==> src/hw/mem_sys_pkg.sv <==
`default_nettype none

package mem_sys_pkg;

    // Scratchpad depth in words
    localparam int MEM_WORDS = 256;
    typedef logic [7:0] mem_index_t;

    // Flush durations of the cache stand-ins
    typedef logic [3:0] flush_count_t;
    localparam flush_count_t ICACHE_FLUSH_CYCLES = 4'd6;
    localparam flush_count_t DCACHE_FLUSH_CYCLES = 4'd11;

    // Writeback source select, other codes give zero
    typedef logic [2:0] wsel_t;
    localparam wsel_t WSEL_LOAD = 3'd0;
    localparam wsel_t WSEL_PC4  = 3'd1;
    localparam wsel_t WSEL_IMMU = 3'd2;
    localparam wsel_t WSEL_ALU  = 3'd3;

    // Instruction fence sequencer
    typedef enum logic [1:0] {
        FENCE_IDLE,
        FENCE_REQ,
        FENCE_RELEASE,
        FENCE_DONE
    } fence_state_t;

endpackage

`default_nettype wire

==> src/hw/flush_timer.sv <==
`timescale 1ns/1ps
`default_nettype none

module flush_timer (
    input  logic                      CLK,
    input  logic                      nRST,
    input  logic                      req,
    input  mem_sys_pkg::flush_count_t duration,
    output logic                      ack
);

    mem_sys_pkg::flush_count_t count;
    mem_sys_pkg::flush_count_t count_inc;

    assign count_inc = count + 4'd1;

    // Stand-in for a cache walking its lines
    always_ff @(posedge CLK, negedge nRST) begin
        if (!nRST) begin
            count <= '0;
            ack   <= 1'b0;
        end else if (!req) begin
            count <= '0;
            ack   <= 1'b0;
        end else if (!ack) begin
            count <= count_inc;
            if (count_inc == duration) begin
                ack <= 1'b1;
            end
        end
    end

    // Four-phase return to zero
    a_ack_falls_after_req: assert property (@(posedge CLK) disable iff (!nRST)
        $fell(ack) |-> !$past(req));

endmodule

`default_nettype wire

==> config.mk <==
export PLATFORM = sky130hd
export DESIGN_NAME = flush_timer
export DESIGN_NICKNAME = d
export VERILOG_FILES = /design/src/hw/mem_sys_pkg.sv /design/src/hw/flush_timer.sv
export SDC_FILE = /design/constraint.sdc
export NUM_CORES = 1
export LEC_CHECK = 0
export BUFFER_PORTS_ARGS = -buffer_cell sky130_fd_sc_hd__clkbuf_2
export CAP_MARGIN = 20
export CORE_AREA = 10 10 47 49
export CTS_CLUSTER_SIZE = 16
export DETAILED_ROUTE_END_ITERATION = 6
export DIE_AREA = 0 0 57 59
export MAX_ROUTING_LAYER = met4
export PLACE_DENSITY_LB_ADDON = 0.05
export RECOVER_POWER = 25
export SYNTH_ARGS = -nofsm -noshare
export SYNTH_HDL_FRONTEND = slang
export SYNTH_SLANG_ARGS = --single-unit
==> constraint.sdc <==
create_clock -name CLK -period 1.4 [get_ports CLK]
set_clock_uncertainty 0.2 [all_clocks]
set_input_delay 0.21 -clock CLK [delete_from_list [all_inputs] [get_ports CLK]]
set_output_delay 0.21 -clock CLK [all_outputs]
set_load 0.02 [all_outputs]
==> run_summary.xml <==
<?xml version="1.0" encoding="UTF-8"?>
<metrics>
  <group name="place">
    <metric name="pre_cts_slack" unit="ns">-0.0151</metric>
    <metric name="hpwlAfterDp" unit="um">573</metric>
    <metric name="postPlaceCellArea" unit="um2">378</metric>
    <metric name="place.gp.congestion" unit="">0.692</metric>
    <metric name="io_buffers" unit="">7</metric>
  </group>
  <group name="pwr">
    <metric name="intPower" unit="uW">393</metric>
    <metric name="leakage_power" unit="nW">0.181</metric>
    <metric name="power_frac_comb" unit="">0.345</metric>
    <metric name="seq_power_share" unit="">0.359</metric>
    <metric name="peak_vdd_ir" unit="V">0.000374</metric>
    <metric name="power.switching_fraction" unit="">0.302</metric>
    <metric name="power_density" unit="nW/um2">1330</metric>
    <metric name="total_switching_power" unit="uW">170</metric>
    <metric name="clock_power_share" unit="">0.295</metric>
  </group>
  <group name="timing">
    <metric name="post_route_worst_setup_slack" unit="ns">0.0126</metric>
    <metric name="setup_violations_final" unit="">0</metric>
    <metric name="fmaxAchievable" unit="MHz">721</metric>
    <metric name="period_needed" unit="ns">1.39</metric>
    <metric name="rsz0062_at_grt" unit="">yes</metric>
    <metric name="fin_tns_setup" unit="ns">0</metric>
    <metric name="finalCritPeriodShare" unit="">0.991</metric>
    <metric name="max_slew_margin" unit="">0.799</metric>
    <metric name="slew_violations" unit="">0</metric>
    <metric name="hold_violation_total_from_the_final_report" unit="">0</metric>
    <metric name="tightest_slew" unit="ns">0.301</metric>
  </group>
  <group name="worst_setup_path">
    <metric name="reg2reg_depth" unit="">4</metric>
    <metric name="worst_endpoint_required_time" unit="ns">1.34</metric>
    <metric name="cp-end-kind" unit="">register</metric>
    <metric name="path_class" unit="">reg2reg</metric>
    <metric name="r2r_end" unit="">ack</metric>
    <metric name="rrSetupSlack" unit="ns">0.01</metric>
    <metric name="worst-endpoint-arrival" unit="ns">1.33</metric>
    <metric name="cp-start-kind" unit="">register</metric>
    <metric name="r2r_start" unit="">count[0]</metric>
    <metric name="crit_fanout" unit="">2</metric>
  </group>
  <group name="layout">
    <metric name="antenna-diode-count" unit="">0</metric>
    <metric name="syn2layout_area_growth" unit="%">46.5</metric>
    <metric name="layout.cells.most_common_list" unit="">sky130_fd_sc_hd__xnor2_1 (6), sky130_fd_sc_hd__clkbuf_2 (6), sky130_fd_sc_hd__dfrtp_1 (5)</metric>
    <metric name="layout-drive-gt1-share" unit="">0.390</metric>
    <metric name="final_net_count" unit="">50</metric>
    <metric name="stdcell_area" unit="um2">422</metric>
    <metric name="finalCoreUtilization" unit="">0.301</metric>
  </group>
  <group name="die">
    <metric name="height_of_the_chip" unit="um">59</metric>
    <metric name="placement_rows" unit="">14</metric>
    <metric name="die_x" unit="um">57</metric>
    <metric name="placeableCoreArea" unit="um2">1400</metric>
    <metric name="dieArea" unit="um2">3360</metric>
    <metric name="initial_utilization" unit="">0.205</metric>
    <metric name="ios" unit="">8</metric>
  </group>
  <group name="clock_network">
    <metric name="clock_tree.htree_level_count" unit="">1</metric>
    <metric name="numCtsBuffers" unit="">3</metric>
    <metric name="cts.root.buffer_cell" unit="">sky130_fd_sc_hd__clkbuf_4</metric>
    <metric name="clkLatencyLatePin" unit="ns">0.24</metric>
    <metric name="cts_setup_buffers" unit="">0</metric>
    <metric name="max_root_sink_buffers" unit="">2</metric>
    <metric name="clk_pin_slew" unit="ns">0.04</metric>
    <metric name="cts_tree" unit="">done</metric>
    <metric name="cts_num_sinks" unit="">5</metric>
  </group>
  <group name="global_routing">
    <metric name="total_overflow_reported_by_the_global_router" unit="">0</metric>
    <metric name="grt_pass1_vias" unit="">288</metric>
    <metric name="grt_pass1_wl" unit="mm">1.30</metric>
    <metric name="global_route.usage.total" unit="">0.0525</metric>
    <metric name="grt_antenna_before_repair" unit="">0</metric>
    <metric name="maximum_number_of_pins_on_one_net_before_global_route_repair" unit="">7</metric>
  </group>
  <group name="synth">
    <metric name="syn-mean-instance-area" unit="um2">11.1</metric>
    <metric name="yosysSeqAreaShare" unit="">0.435</metric>
    <metric name="mappedNetlistArea" unit="um2">288</metric>
    <metric name="synth_fp_nets" unit="">34</metric>
    <metric name="ys.warnings.count" unit="">0</metric>
    <metric name="netlist-cell-type-count" unit="">15</metric>
    <metric name="number_of_storage_elements_in_the_synthesis_netlist" unit="">5</metric>
    <metric name="synthCells" unit="">26</metric>
  </group>
  <group name="status">
    <metric name="status" unit="">completed</metric>
  </group>
  <group name="detailed_routing">
    <metric name="top_layer" unit="">met3</metric>
    <metric name="met1_length" unit="um">351</metric>
    <metric name="drc" unit="">0</metric>
    <metric name="drt_pass1_iterations" unit="">3</metric>
    <metric name="met2_length" unit="um">295</metric>
    <metric name="finalWirelength" unit="um">700</metric>
    <metric name="overall_via_count_from_detail_route" unit="">235</metric>
    <metric name="first_iter_violations" unit="">3</metric>
    <metric name="route.met3.wl" unit="um">53</metric>
    <metric name="detail_route.vias_per_cell" unit="">4.12</metric>
    <metric name="routedWlPerCell" unit="um">12.3</metric>
    <metric name="drtAntennaViolNets" unit="">0</metric>
  </group>
  <group name="worst_hold_path">
    <metric name="hold_start" unit="">req</metric>
    <metric name="end_of_the_worst_hold_path" unit="">ack</metric>
    <metric name="whs_path_depth" unit="">3</metric>
    <metric name="min-delay-path-class" unit="">in2reg</metric>
  </group>
  <group name="run">
    <metric name="drv.max_cap_violation_count" unit="">0</metric>
  </group>
</metrics>
==> layout make-up <==
type / count / area [um2]
flip-flops and latches: 5 / 125
well taps: 16 / 20.0
repair buffers: 11 / 66.3
multi-input cells: 21 / 184
clock buffers: 4 / 26.3
fillers: 167 / 980
==> per-layer routing <==
metal,global-route usage,vias up
met5,-,-
met4,0.0503,0
met3,0.0236,0
met2,0.0682,7
met1,0.0573,111
li1,-,117
==> critical path: stages, from the launching register on <==
cell                      delay [ns]
sky130_fd_sc_hd__dfrtp_1        0.41
sky130_fd_sc_hd__ha_4           0.28
sky130_fd_sc_hd__xnor2_1        0.10
sky130_fd_sc_hd__nand3_1        0.10
sky130_fd_sc_hd__o31ai_1        0.20
==> metrics by stage <==
stage	hold slack, ns	cells	power, mW
after floorplan	-0.286	26	0.325
after global placement	-0.158	52	0.396
after detailed placement	-0.157	52	0.400
after CTS	0.0697	57	0.580
after global routing	0.0877	57	0.620
final	0.0784	57	0.562
==> synth_stat cells <==
| cell | instances | area share |
|---|---|---|
| sky130_fd_sc_hd__a21boi_1 | 1 | 0.026 |
| sky130_fd_sc_hd__and2_1 | 2 | 0.043 |
| sky130_fd_sc_hd__dfrtp_1 | 5 | 0.43 |
| sky130_fd_sc_hd__ha_1 | 1 | 0.043 |
| sky130_fd_sc_hd__mux2i_1 | 1 | 0.035 |
| sky130_fd_sc_hd__nand2_1 | 1 | 0.013 |
| sky130_fd_sc_hd__nand2b_1 | 1 | 0.022 |
| sky130_fd_sc_hd__nand3_1 | 1 | 0.017 |
| sky130_fd_sc_hd__nand3_2 | 1 | 0.035 |
| sky130_fd_sc_hd__nor2b_1 | 1 | 0.022 |
| sky130_fd_sc_hd__o21ai_0 | 1 | 0.017 |
| sky130_fd_sc_hd__o31ai_1 | 1 | 0.026 |
| sky130_fd_sc_hd__or3_1 | 1 | 0.022 |
| sky130_fd_sc_hd__xnor2_1 | 6 | 0.18 |
| sky130_fd_sc_hd__xor2_1 | 2 | 0.061 |
==> registers in the layout (all words and copies together) (netlist names) <==
name,cells
ack,1
count,4
==> timing repair <==
item | in CTS | in global routing
gates cloned | 0 | 0
hold buffers | 1 | 0
pin swaps | 1 | 1
endpoints found under the hold margin | 5 | 0
setup endpoints to repair | 1 | 2
resized for setup | 0 | 2
==> worst max path at each step <==
stage | start | end | slack (ns)
after floorplan | count[0] | ack | 0.003
after global placement | count[1] | ack | 0.004
after detailed placement | count[1] | ack | -0.02
after CTS | count[0] | ack | 0.007
after global routing | count[1] | ack | -0.05
final | count[0] | ack | 0.01
==> logic make-up after synthesis <==
logic type / Yosys count / synth area share
adder cells (fa/ha/maj): 1 / 0.0435
AO/OA/AOI/OAI: 3 / 0.0696
flip-flops: 5 / 0.435
multiplexers: 1 / 0.0348
AND/OR/NAND/NOR: 8 / 0.174
XOR/XNOR: 8 / 0.243
==> power by group through the flow <==
stage	sequential, mW	combinational, mW	clock [mW]
after floorplan	0.213	0.112	0
after global placement	0.204	0.192	0
after detailed placement	0.205	0.195	0
after CTS	0.203	0.198	0.179
after global routing	0.206	0.222	0.192
final	0.202	0.194	0.166
Note: power is estimated with default switching activity, not from simulation.
