`src/hw/mem_sys_pkg.sv`:
```
`default_nettype none

package mem_sys_pkg;

    // Scratchpad depth in words
    localparam int MEM_WORDS = 256;
    typedef logic [7:0] mem_index_t;

    // Flush durations of the cache stand-ins
    typedef logic [3:0] flush_count_t;
    localparam flush_count_t ICACHE_FLUSH_CYCLES = 4'd6;
    localparam flush_count_t DCACHE_FLUSH_CYCLES = 4'd11;

    // Writeback source select, other codes give zero
    typedef logic [2:0] wsel_t;
    localparam wsel_t WSEL_LOAD = 3'd0;
    localparam wsel_t WSEL_PC4  = 3'd1;
    localparam wsel_t WSEL_IMMU = 3'd2;
    localparam wsel_t WSEL_ALU  = 3'd3;

    // Instruction fence sequencer
    typedef enum logic [1:0] {
        FENCE_IDLE,
        FENCE_REQ,
        FENCE_RELEASE,
        FENCE_DONE
    } fence_state_t;

endpackage

`default_nettype wire

```
`src/hw/fence_ctrl.sv`:
```
`timescale 1ns/1ps
`default_nettype none

module fence_ctrl (
    input  logic CLK,
    input  logic nRST,
    input  logic ifence,
    output logic icache_req,
    input  logic icache_ack,
    output logic dcache_req,
    input  logic dcache_ack,
    output logic fence_stall
);

    mem_sys_pkg::fence_state_t state;
    logic ifence_q;
    logic ifence_rise;
    logic icache_req_nxt;
    logic dcache_req_nxt;

    assign ifence_rise = ifence & ~ifence_q;

    // Each req drops the cycle after its ack shows up
    assign icache_req_nxt = icache_req & ~icache_ack;
    assign dcache_req_nxt = dcache_req & ~dcache_ack;

    always_ff @(posedge CLK, negedge nRST) begin
        if (!nRST) begin
            state      <= mem_sys_pkg::FENCE_IDLE;
            ifence_q   <= 1'b0;
            icache_req <= 1'b0;
            dcache_req <= 1'b0;
        end else begin
            ifence_q <= ifence;
            case (state)
                mem_sys_pkg::FENCE_IDLE: begin
                    if (ifence_rise) begin
                        icache_req <= 1'b1;
                        dcache_req <= 1'b1;
                        state      <= mem_sys_pkg::FENCE_REQ;
                    end
                end
                mem_sys_pkg::FENCE_REQ: begin
                    icache_req <= icache_req_nxt;
                    dcache_req <= dcache_req_nxt;
                    if (!icache_req_nxt && !dcache_req_nxt) begin
                        state <= mem_sys_pkg::FENCE_RELEASE;
                    end
                end
                mem_sys_pkg::FENCE_RELEASE: begin
                    // Wait for both timers to finish the handshake
                    if (!icache_ack && !dcache_ack) begin
                        state <= mem_sys_pkg::FENCE_DONE;
                    end
                end
                default: begin
                    if (!ifence) begin
                        state <= mem_sys_pkg::FENCE_IDLE;
                    end
                end
            endcase
        end
    end

    assign fence_stall = ifence && (state != mem_sys_pkg::FENCE_DONE);

    a_req_only_in_req_state: assert property (@(posedge CLK) disable iff (!nRST)
        ($rose(icache_req) || $rose(dcache_req)) |-> (state == mem_sys_pkg::FENCE_REQ));

    a_iack_needs_req: assert property (@(posedge CLK) disable iff (!nRST)
        $rose(icache_ack) |-> icache_req);

    a_dack_needs_req: assert property (@(posedge CLK) disable iff (!nRST)
        $rose(dcache_ack) |-> dcache_req);

endmodule

`default_nettype wire

```
`config.mk`:
```
export PLATFORM = sky130hd
export DESIGN_NAME = fence_ctrl
export DESIGN_NICKNAME = d
export VERILOG_FILES = /design/src/hw/mem_sys_pkg.sv /design/src/hw/fence_ctrl.sv
export SDC_FILE = /design/constraint.sdc
export NUM_CORES = 1
export LEC_CHECK = 0
export ABC_AREA = 1
export BUFFER_PORTS_ARGS = -buffer_cell sky130_fd_sc_hd__buf_4
export CAP_MARGIN = 20
export CELL_PAD_IN_SITES_DETAIL_PLACEMENT = 0
export CELL_PAD_IN_SITES_GLOBAL_PLACEMENT = 1
export CORE_AREA = 2 2 39 41
export DETAILED_ROUTE_END_ITERATION = 8
export DIE_AREA = 0 0 41 43
export GPL_ROUTABILITY_DRIVEN = 0
export PLACE_DENSITY_LB_ADDON = 0.1
export SKIP_CTS_REPAIR_TIMING = 1
export SYNTH_ARGS = -nofsm -noshare
export SYNTH_HDL_FRONTEND = slang
export SYNTH_SLANG_ARGS = --single-unit
```
`constraint.sdc`:
```
create_clock -name CLK -period 2.7 [get_ports CLK]
set_input_delay 0.81 -clock CLK [delete_from_list [all_inputs] [get_ports CLK]]
set_output_delay 0.81 -clock CLK [all_outputs]
set_load 0.02 [all_outputs]
```
==> run_results.csv, run 1 <==
group,metric,value,unit
placed_design,dpl.cell_count,72,
worst_setup_path,cp_slowest_cell,"buf_4",
timing,fmax,496.1,MHz
worst_hold_path,hold_class,"in -> async",
global_route,grt_max_degree,7,
detailed_routing,drt_iter0_markers,1,
yosys,synth.net_count,60,
floorplan,die_x,41,microns
yosys,synth_area_leaders,"dfrtp_1 33%, ha_1 20%, nand2_1 13%",
yosys,syn_inst,49,
worst_setup_path,worstPathRequired,1890,ps
worst_setup_path,critPathLaunchType,"input port",
worst_setup_path,cpPeakStageDelay,150,ps
detailed_routing,avgViaCountPerCell,4.171,
pwr,power,0.5472,mW
timing,layout_min_cycle_time,2016,ps
global_route,grt_util_all_layers,10.48,%
yosys,synth-compound-area-share,6.954,%
final_layout,area_growth,26.16,%
detailed_routing,met3_wirelength,37,microns
detailed_routing,dr_total_vias,317,
floorplan,io_pins,8,
global_route,grt_pass1_wl,1152,microns
clock_network,clkSinkCount,5,
flow_run,drv_cap,0,
timing,setup_ws,684.1,ps
detailed_routing,dr.pass1.iters,2,
clock_network,clockRootBuffer,"clkbuf_4",
timing,setup_viol,0,
yosys,synthSimpleGateAreaFrac,32.12,%
clock_network,cts_buffers,3,
timing,post-route-period-util,74.66,%
floorplan,coreArea,1384,sq um
detailed_routing,totalWireLength,677,microns
detailed_routing,ant_nets,0,
run_status,outcome,"finished clean",
worst_setup_path,crit_top_cell,"buf_4",
floorplan,initial_core_util,27.31,%
timing,hold_ws,359.6,ps
yosys,synth_seq_area_share,33.11,%
placed_design,pre_cts_slack,683.6,ps
final_layout,antenna_cells,0,
clock_network,cts_tree,"done",
detailed_routing,met1_length,293,microns
timing,finalHoldViolations,0,
timing,relSlewSlack,86.00,%
final_layout,nFillCells,148,
clock_network,clk_pin_slew,40,ps
final_layout,fin_nets,72,
placed_design,place_area,450.4,sq um
floorplan,die_area,1763,sq um
yosys,ys_warn_count,0,
clock_network,cts_buffer_depth,2,
pwr,power.density,1148,nW/um^2
clock_network,cts.htree.levels,1,
worst_setup_path,worstPathArrival,1210,ps
final_layout,final_common_cell,"nand2_1",
pwr,peakVddDrop,422.1,uV
detailed_routing,dr.max_layer_used,"met3",
pwr,leakage,0.2668,nW
timing,fin_setup_tns,0,ps
detailed_routing,drc,0,
yosys,synth_area,377.9,sq um
worst_setup_path,path_cells,"buf_4, inv_1, nor2_1, buf_4",
clock_network,clk_latency,240,ps
final_layout,mostFrequentLayoutCells,"13 x nand2_1, 8 x inv_1, 7 x nor2_1, 7 x buf_4, 6 x ha_1",
yosys,synth_top_cell_area_share,33.11,%
final_layout,drive_gt1_share,26.67,%
worst_setup_path,worstSetupPathType,"in -> out",
yosys,syn_avg_cell_area,7.711,sq um
detailed_routing,wl_met2,345,microns
worst_setup_path,end_kind,"output port",
yosys,synthXorXnorAreaFrac,0,%
detailed_routing,avgRoutedWirePerCell,8.908,microns
floorplan,rows,14,
timing,worst_pin_slew,210.0,ps
timing,drv_slew,0,
yosys,yosys.area.top_type,"dfrtp_1",
yosys,synthAdderAreaFrac,19.87,%
final_layout,finalInstanceArea,476.7,sq um
placed_design,hpwl,591.6,microns
yosys,synth_top_family_by_area,"simple AND/OR/NAND/NOR gates",
yosys,synth_seq_cells,5,
final_layout,final_cells,76,
yosys,ys_types,12,
worst_setup_path,crit_fanout,3,
final_layout,final_util,34.45,%
floorplan,chipHeight,43,microns
timing,grt_setup_unrepaired,"false",
global_route,grt-ovfl-total,0,
global_route,grt_pass1_vias,285,
timing,finClkSkew,3.504,ps
yosys,synth_mux_area_share,0,%
placed_design,io_buffers,7,
global_route,antenna_found_initial,0,
path summary, 6_finish.rpt:
kind / slack, ps / end / cells past startpoint / startpoint
min in group CLK: 540 / dcache_req / 2 / dcache_req
max reg2reg: 1330 / state[0] / 8 / state[0]
max: 680 / fence_stall / 4 / ifence
max in group asynchronous: 2230 / state[0] / 1 / nRST
min: 360 / icache_req / 1 / nRST
min reg2reg: 540 / dcache_req / 2 / dcache_req
metal layers:
layer | vias to the layer above | global-route usage, %
met5 | - | 0
met4 | 0 | 4.000
met3 | 0 | 7.853
met2 | 7 | 14.37
met1 | 141 | 12.05
li1 | 169 | -
synthesized netlist by cell type (all sizes together):
cell / number
a21oi: 1
dfrtp: 5
ha: 6
inv: 8
nand2: 15
nand3: 2
nand4: 1
nor2: 9
o21ai: 2
sequential cells by signal, indices dropped and copies added, names as in the netlist:
register / flops
state: 2
dcache_req: 1
icache_req: 1
ifence_q: 1
critical path, delay by kind of cell:
family	cells	cell delay (ps)
AND/OR/NAND/NOR	1	40
buffers and inverters	3	360
logic make-up (layout without fill, tap and decap cells):
kind of cell,Yosys count,after routing
buffers and inverters,8,19
AO/OA/AOI/OAI,3,3
flip-flops,5,5
adder cells (fa/ha/maj),6,6
AND/OR/NAND/NOR,27,27
final cells by class:
cell class / instances / area (sq um) / share of cell area (%)
timing repair buffer: 7 / 52.55 / 11.02
sequential: 5 / 125.1 / 26.25
inverter: 8 / 30.03 / 6.299
clock buffer: 4 / 26.28 / 5.512
multi-input combinational: 36 / 222.7 / 46.72
tap: 16 / 20.02 / 4.199
report_power, final:
group          switching [mW]  leakage, nW  internal [mW]
registers              0.0370       0.0590          0.110
logic                   0.188        0.193          0.128
clock network          0.0287       0.0150         0.0557
(Power assumes the default switching activity.)
==> inputs of run 2 (changes only) <==
clock period = 1.75 ns   (was 2.7 ns; I/O delays follow)
==> run 2 against run 1 <==
Effect of this change: hold slack lost 280 ps; sequential power grew 56%; routed wire length grew 1.2%; via count shrank 0.32%; first-iteration DRC count grew 100%.
==> run_results.csv, run 2 (synthesized netlist as in run 1, its figures left out) <==
group,metric,value,unit
run_status,outcome,"finished clean",
final_layout,final_common_cell,"nand2_1",
timing,relSlewSlack,87.75,%
clock_network,clkSinkCount,5,
global_route,grt_pass1_vias,285,
detailed_routing,dr_total_vias,316,
pwr,power,0.8478,mW
worst_setup_path,cpLargestDelayFamily,"flip-flops",
detailed_routing,drc,0,
detailed_routing,avgRoutedWirePerCell,9.013,microns
pwr,leakage,0.2657,nW
global_route,grt-ovfl-total,0,
final_layout,regMostFlops,"state",
clock_network,clk_pin_slew,40,ps
worst_setup_path,end_kind,"output port",
clock_network,cts_buffer_depth,2,
final_layout,fin_nets,72,
global_route,antenna_found_initial,0,
detailed_routing,dr.pass1.iters,2,
worst_setup_path,crit_fanout,6,
final_layout,area_growth,26.49,%
worst_setup_path,cp_slowest_cell,"dfrtp_2",
worst_setup_path,worstPathArrival,1130,ps
final_layout,drive_gt1_share,28.33,%
placed_design,hpwl,591.6,microns
clock_network,cts_tree,"done",
flow_run,drv_cap,0,
worst_setup_path,critPathCapture,"fence_stall",
floorplan,rows,14,
worst_setup_path,crit_cells,3,
final_layout,largest_reg_flops,2,
final_layout,nFillCells,150,
timing,fin_setup_tns,0,ps
pwr,peakVddDrop,646.4,uV
worst_setup_path,regToRegSetupSlack,420,ps
floorplan,coreArea,1384,sq um
detailed_routing,drt_iter0_markers,2,
worst_setup_path,worstSetupPathType,"reg -> out",
worst_setup_path,worstPathRequired,1220,ps
clock_network,cts_buffers,3,
timing,drv_slew,0,
final_layout,mostFrequentLayoutCells,"13 x nand2_1, 8 x inv_1, 7 x nor2_1, 7 x buf_4, 6 x ha_1",
timing,fmax,603.4,MHz
worst_setup_path,rr_startpoint,"state[1]",
timing,layout_min_cycle_time,1657,ps
worst_setup_path,path_cells,"ha_1, nor2_1, buf_4",
worst_setup_path,critPathLaunchType,"flip-flop",
timing,finClkSkew,3.520,ps
clock_network,cts.htree.levels,1,
floorplan,initial_core_util,27.31,%
global_route,grt_util_all_layers,10.48,%
worst_hold_path,hold_class,"in -> async",
pwr,power.density,1774,nW/um^2
worst_setup_path,reg2reg_depth,8,
timing,grt_setup_unrepaired,"false",
clock_network,clk_latency,240,ps
timing,finalHoldViolations,0,
floorplan,die_area,1763,sq um
floorplan,io_pins,8,
floorplan,chipHeight,43,microns
detailed_routing,avgViaCountPerCell,4.158,
placed_design,io_buffers,7,
worst_setup_path,crit_buf_inv,1,
global_route,grt_pass1_wl,1152,microns
worst_setup_path,rr_endpoint,"state[0]",
floorplan,die_x,41,microns
final_layout,antenna_cells,0,
timing,post-route-period-util,94.71,%
clock_network,clockRootBuffer,"clkbuf_4",
timing,worst_pin_slew,183.0,ps
global_route,grt_max_degree,7,
detailed_routing,totalWireLength,685,microns
worst_setup_path,cpPeakStageDelay,440,ps
detailed_routing,ant_nets,0,
worst_setup_path,crit_path_start,"state[0]",
timing,setup_viol,0,
run 2: cell type report:
cell class	count	area (sq um)	area share, %
multi-input cells	36	222.7	46.60
well taps	16	20.02	4.188
inverters	8	30.03	6.283
clock buffers	4	26.28	5.497
repair buffers	7	52.55	10.99
flip-flops and latches	5	126.4	26.44
run 2: routing by layer:
metal	routed length, microns	up-vias	GRT usage, %
met4	0	0	4.000
met5	0	-	0
li1	-	168	-
met1	295	141	12.05
met3	37	0	7.853
met2	352	7	14.37
run 2: where the power goes:
| group | total (mW) | switching, mW | internal (mW) |
|---|---|---|---|
| sequential | 0.230 | 0.0575 | 0.173 |
| combinational | 0.488 | 0.290 | 0.198 |
| clock | 0.130 | 0.0441 | 0.0860 |
run 2: worst min path at each step:
stage	from	to	slack (ps)	depth (start not counted)
2_1_floorplan	nRST	dcache_req	230	0
3_3_place_gp	nRST	ifence_q	330	1
3_5_place_dp	nRST	icache_req	330	1
4_1_cts	nRST	icache_req	70	1
5_1_grt	nRST	dcache_req	60	1
6_report	nRST	icache_req	70	1
run 2: per-stage QoR:
step	instance area, sq um	hold WS, ps	worst slack (ps)	instances	util (%)
after CTS	476.7	68.50	55.10	76	34.45
after global placement	450.4	330.5	306.0	72	32.55
after floorplan	377.9	229.4	310.4	49	-
after detailed placement	450.4	330.1	303.6	72	32.55
after global routing	478.0	61.61	16.47	76	34.54
final	478.0	74.64	92.64	76	34.54
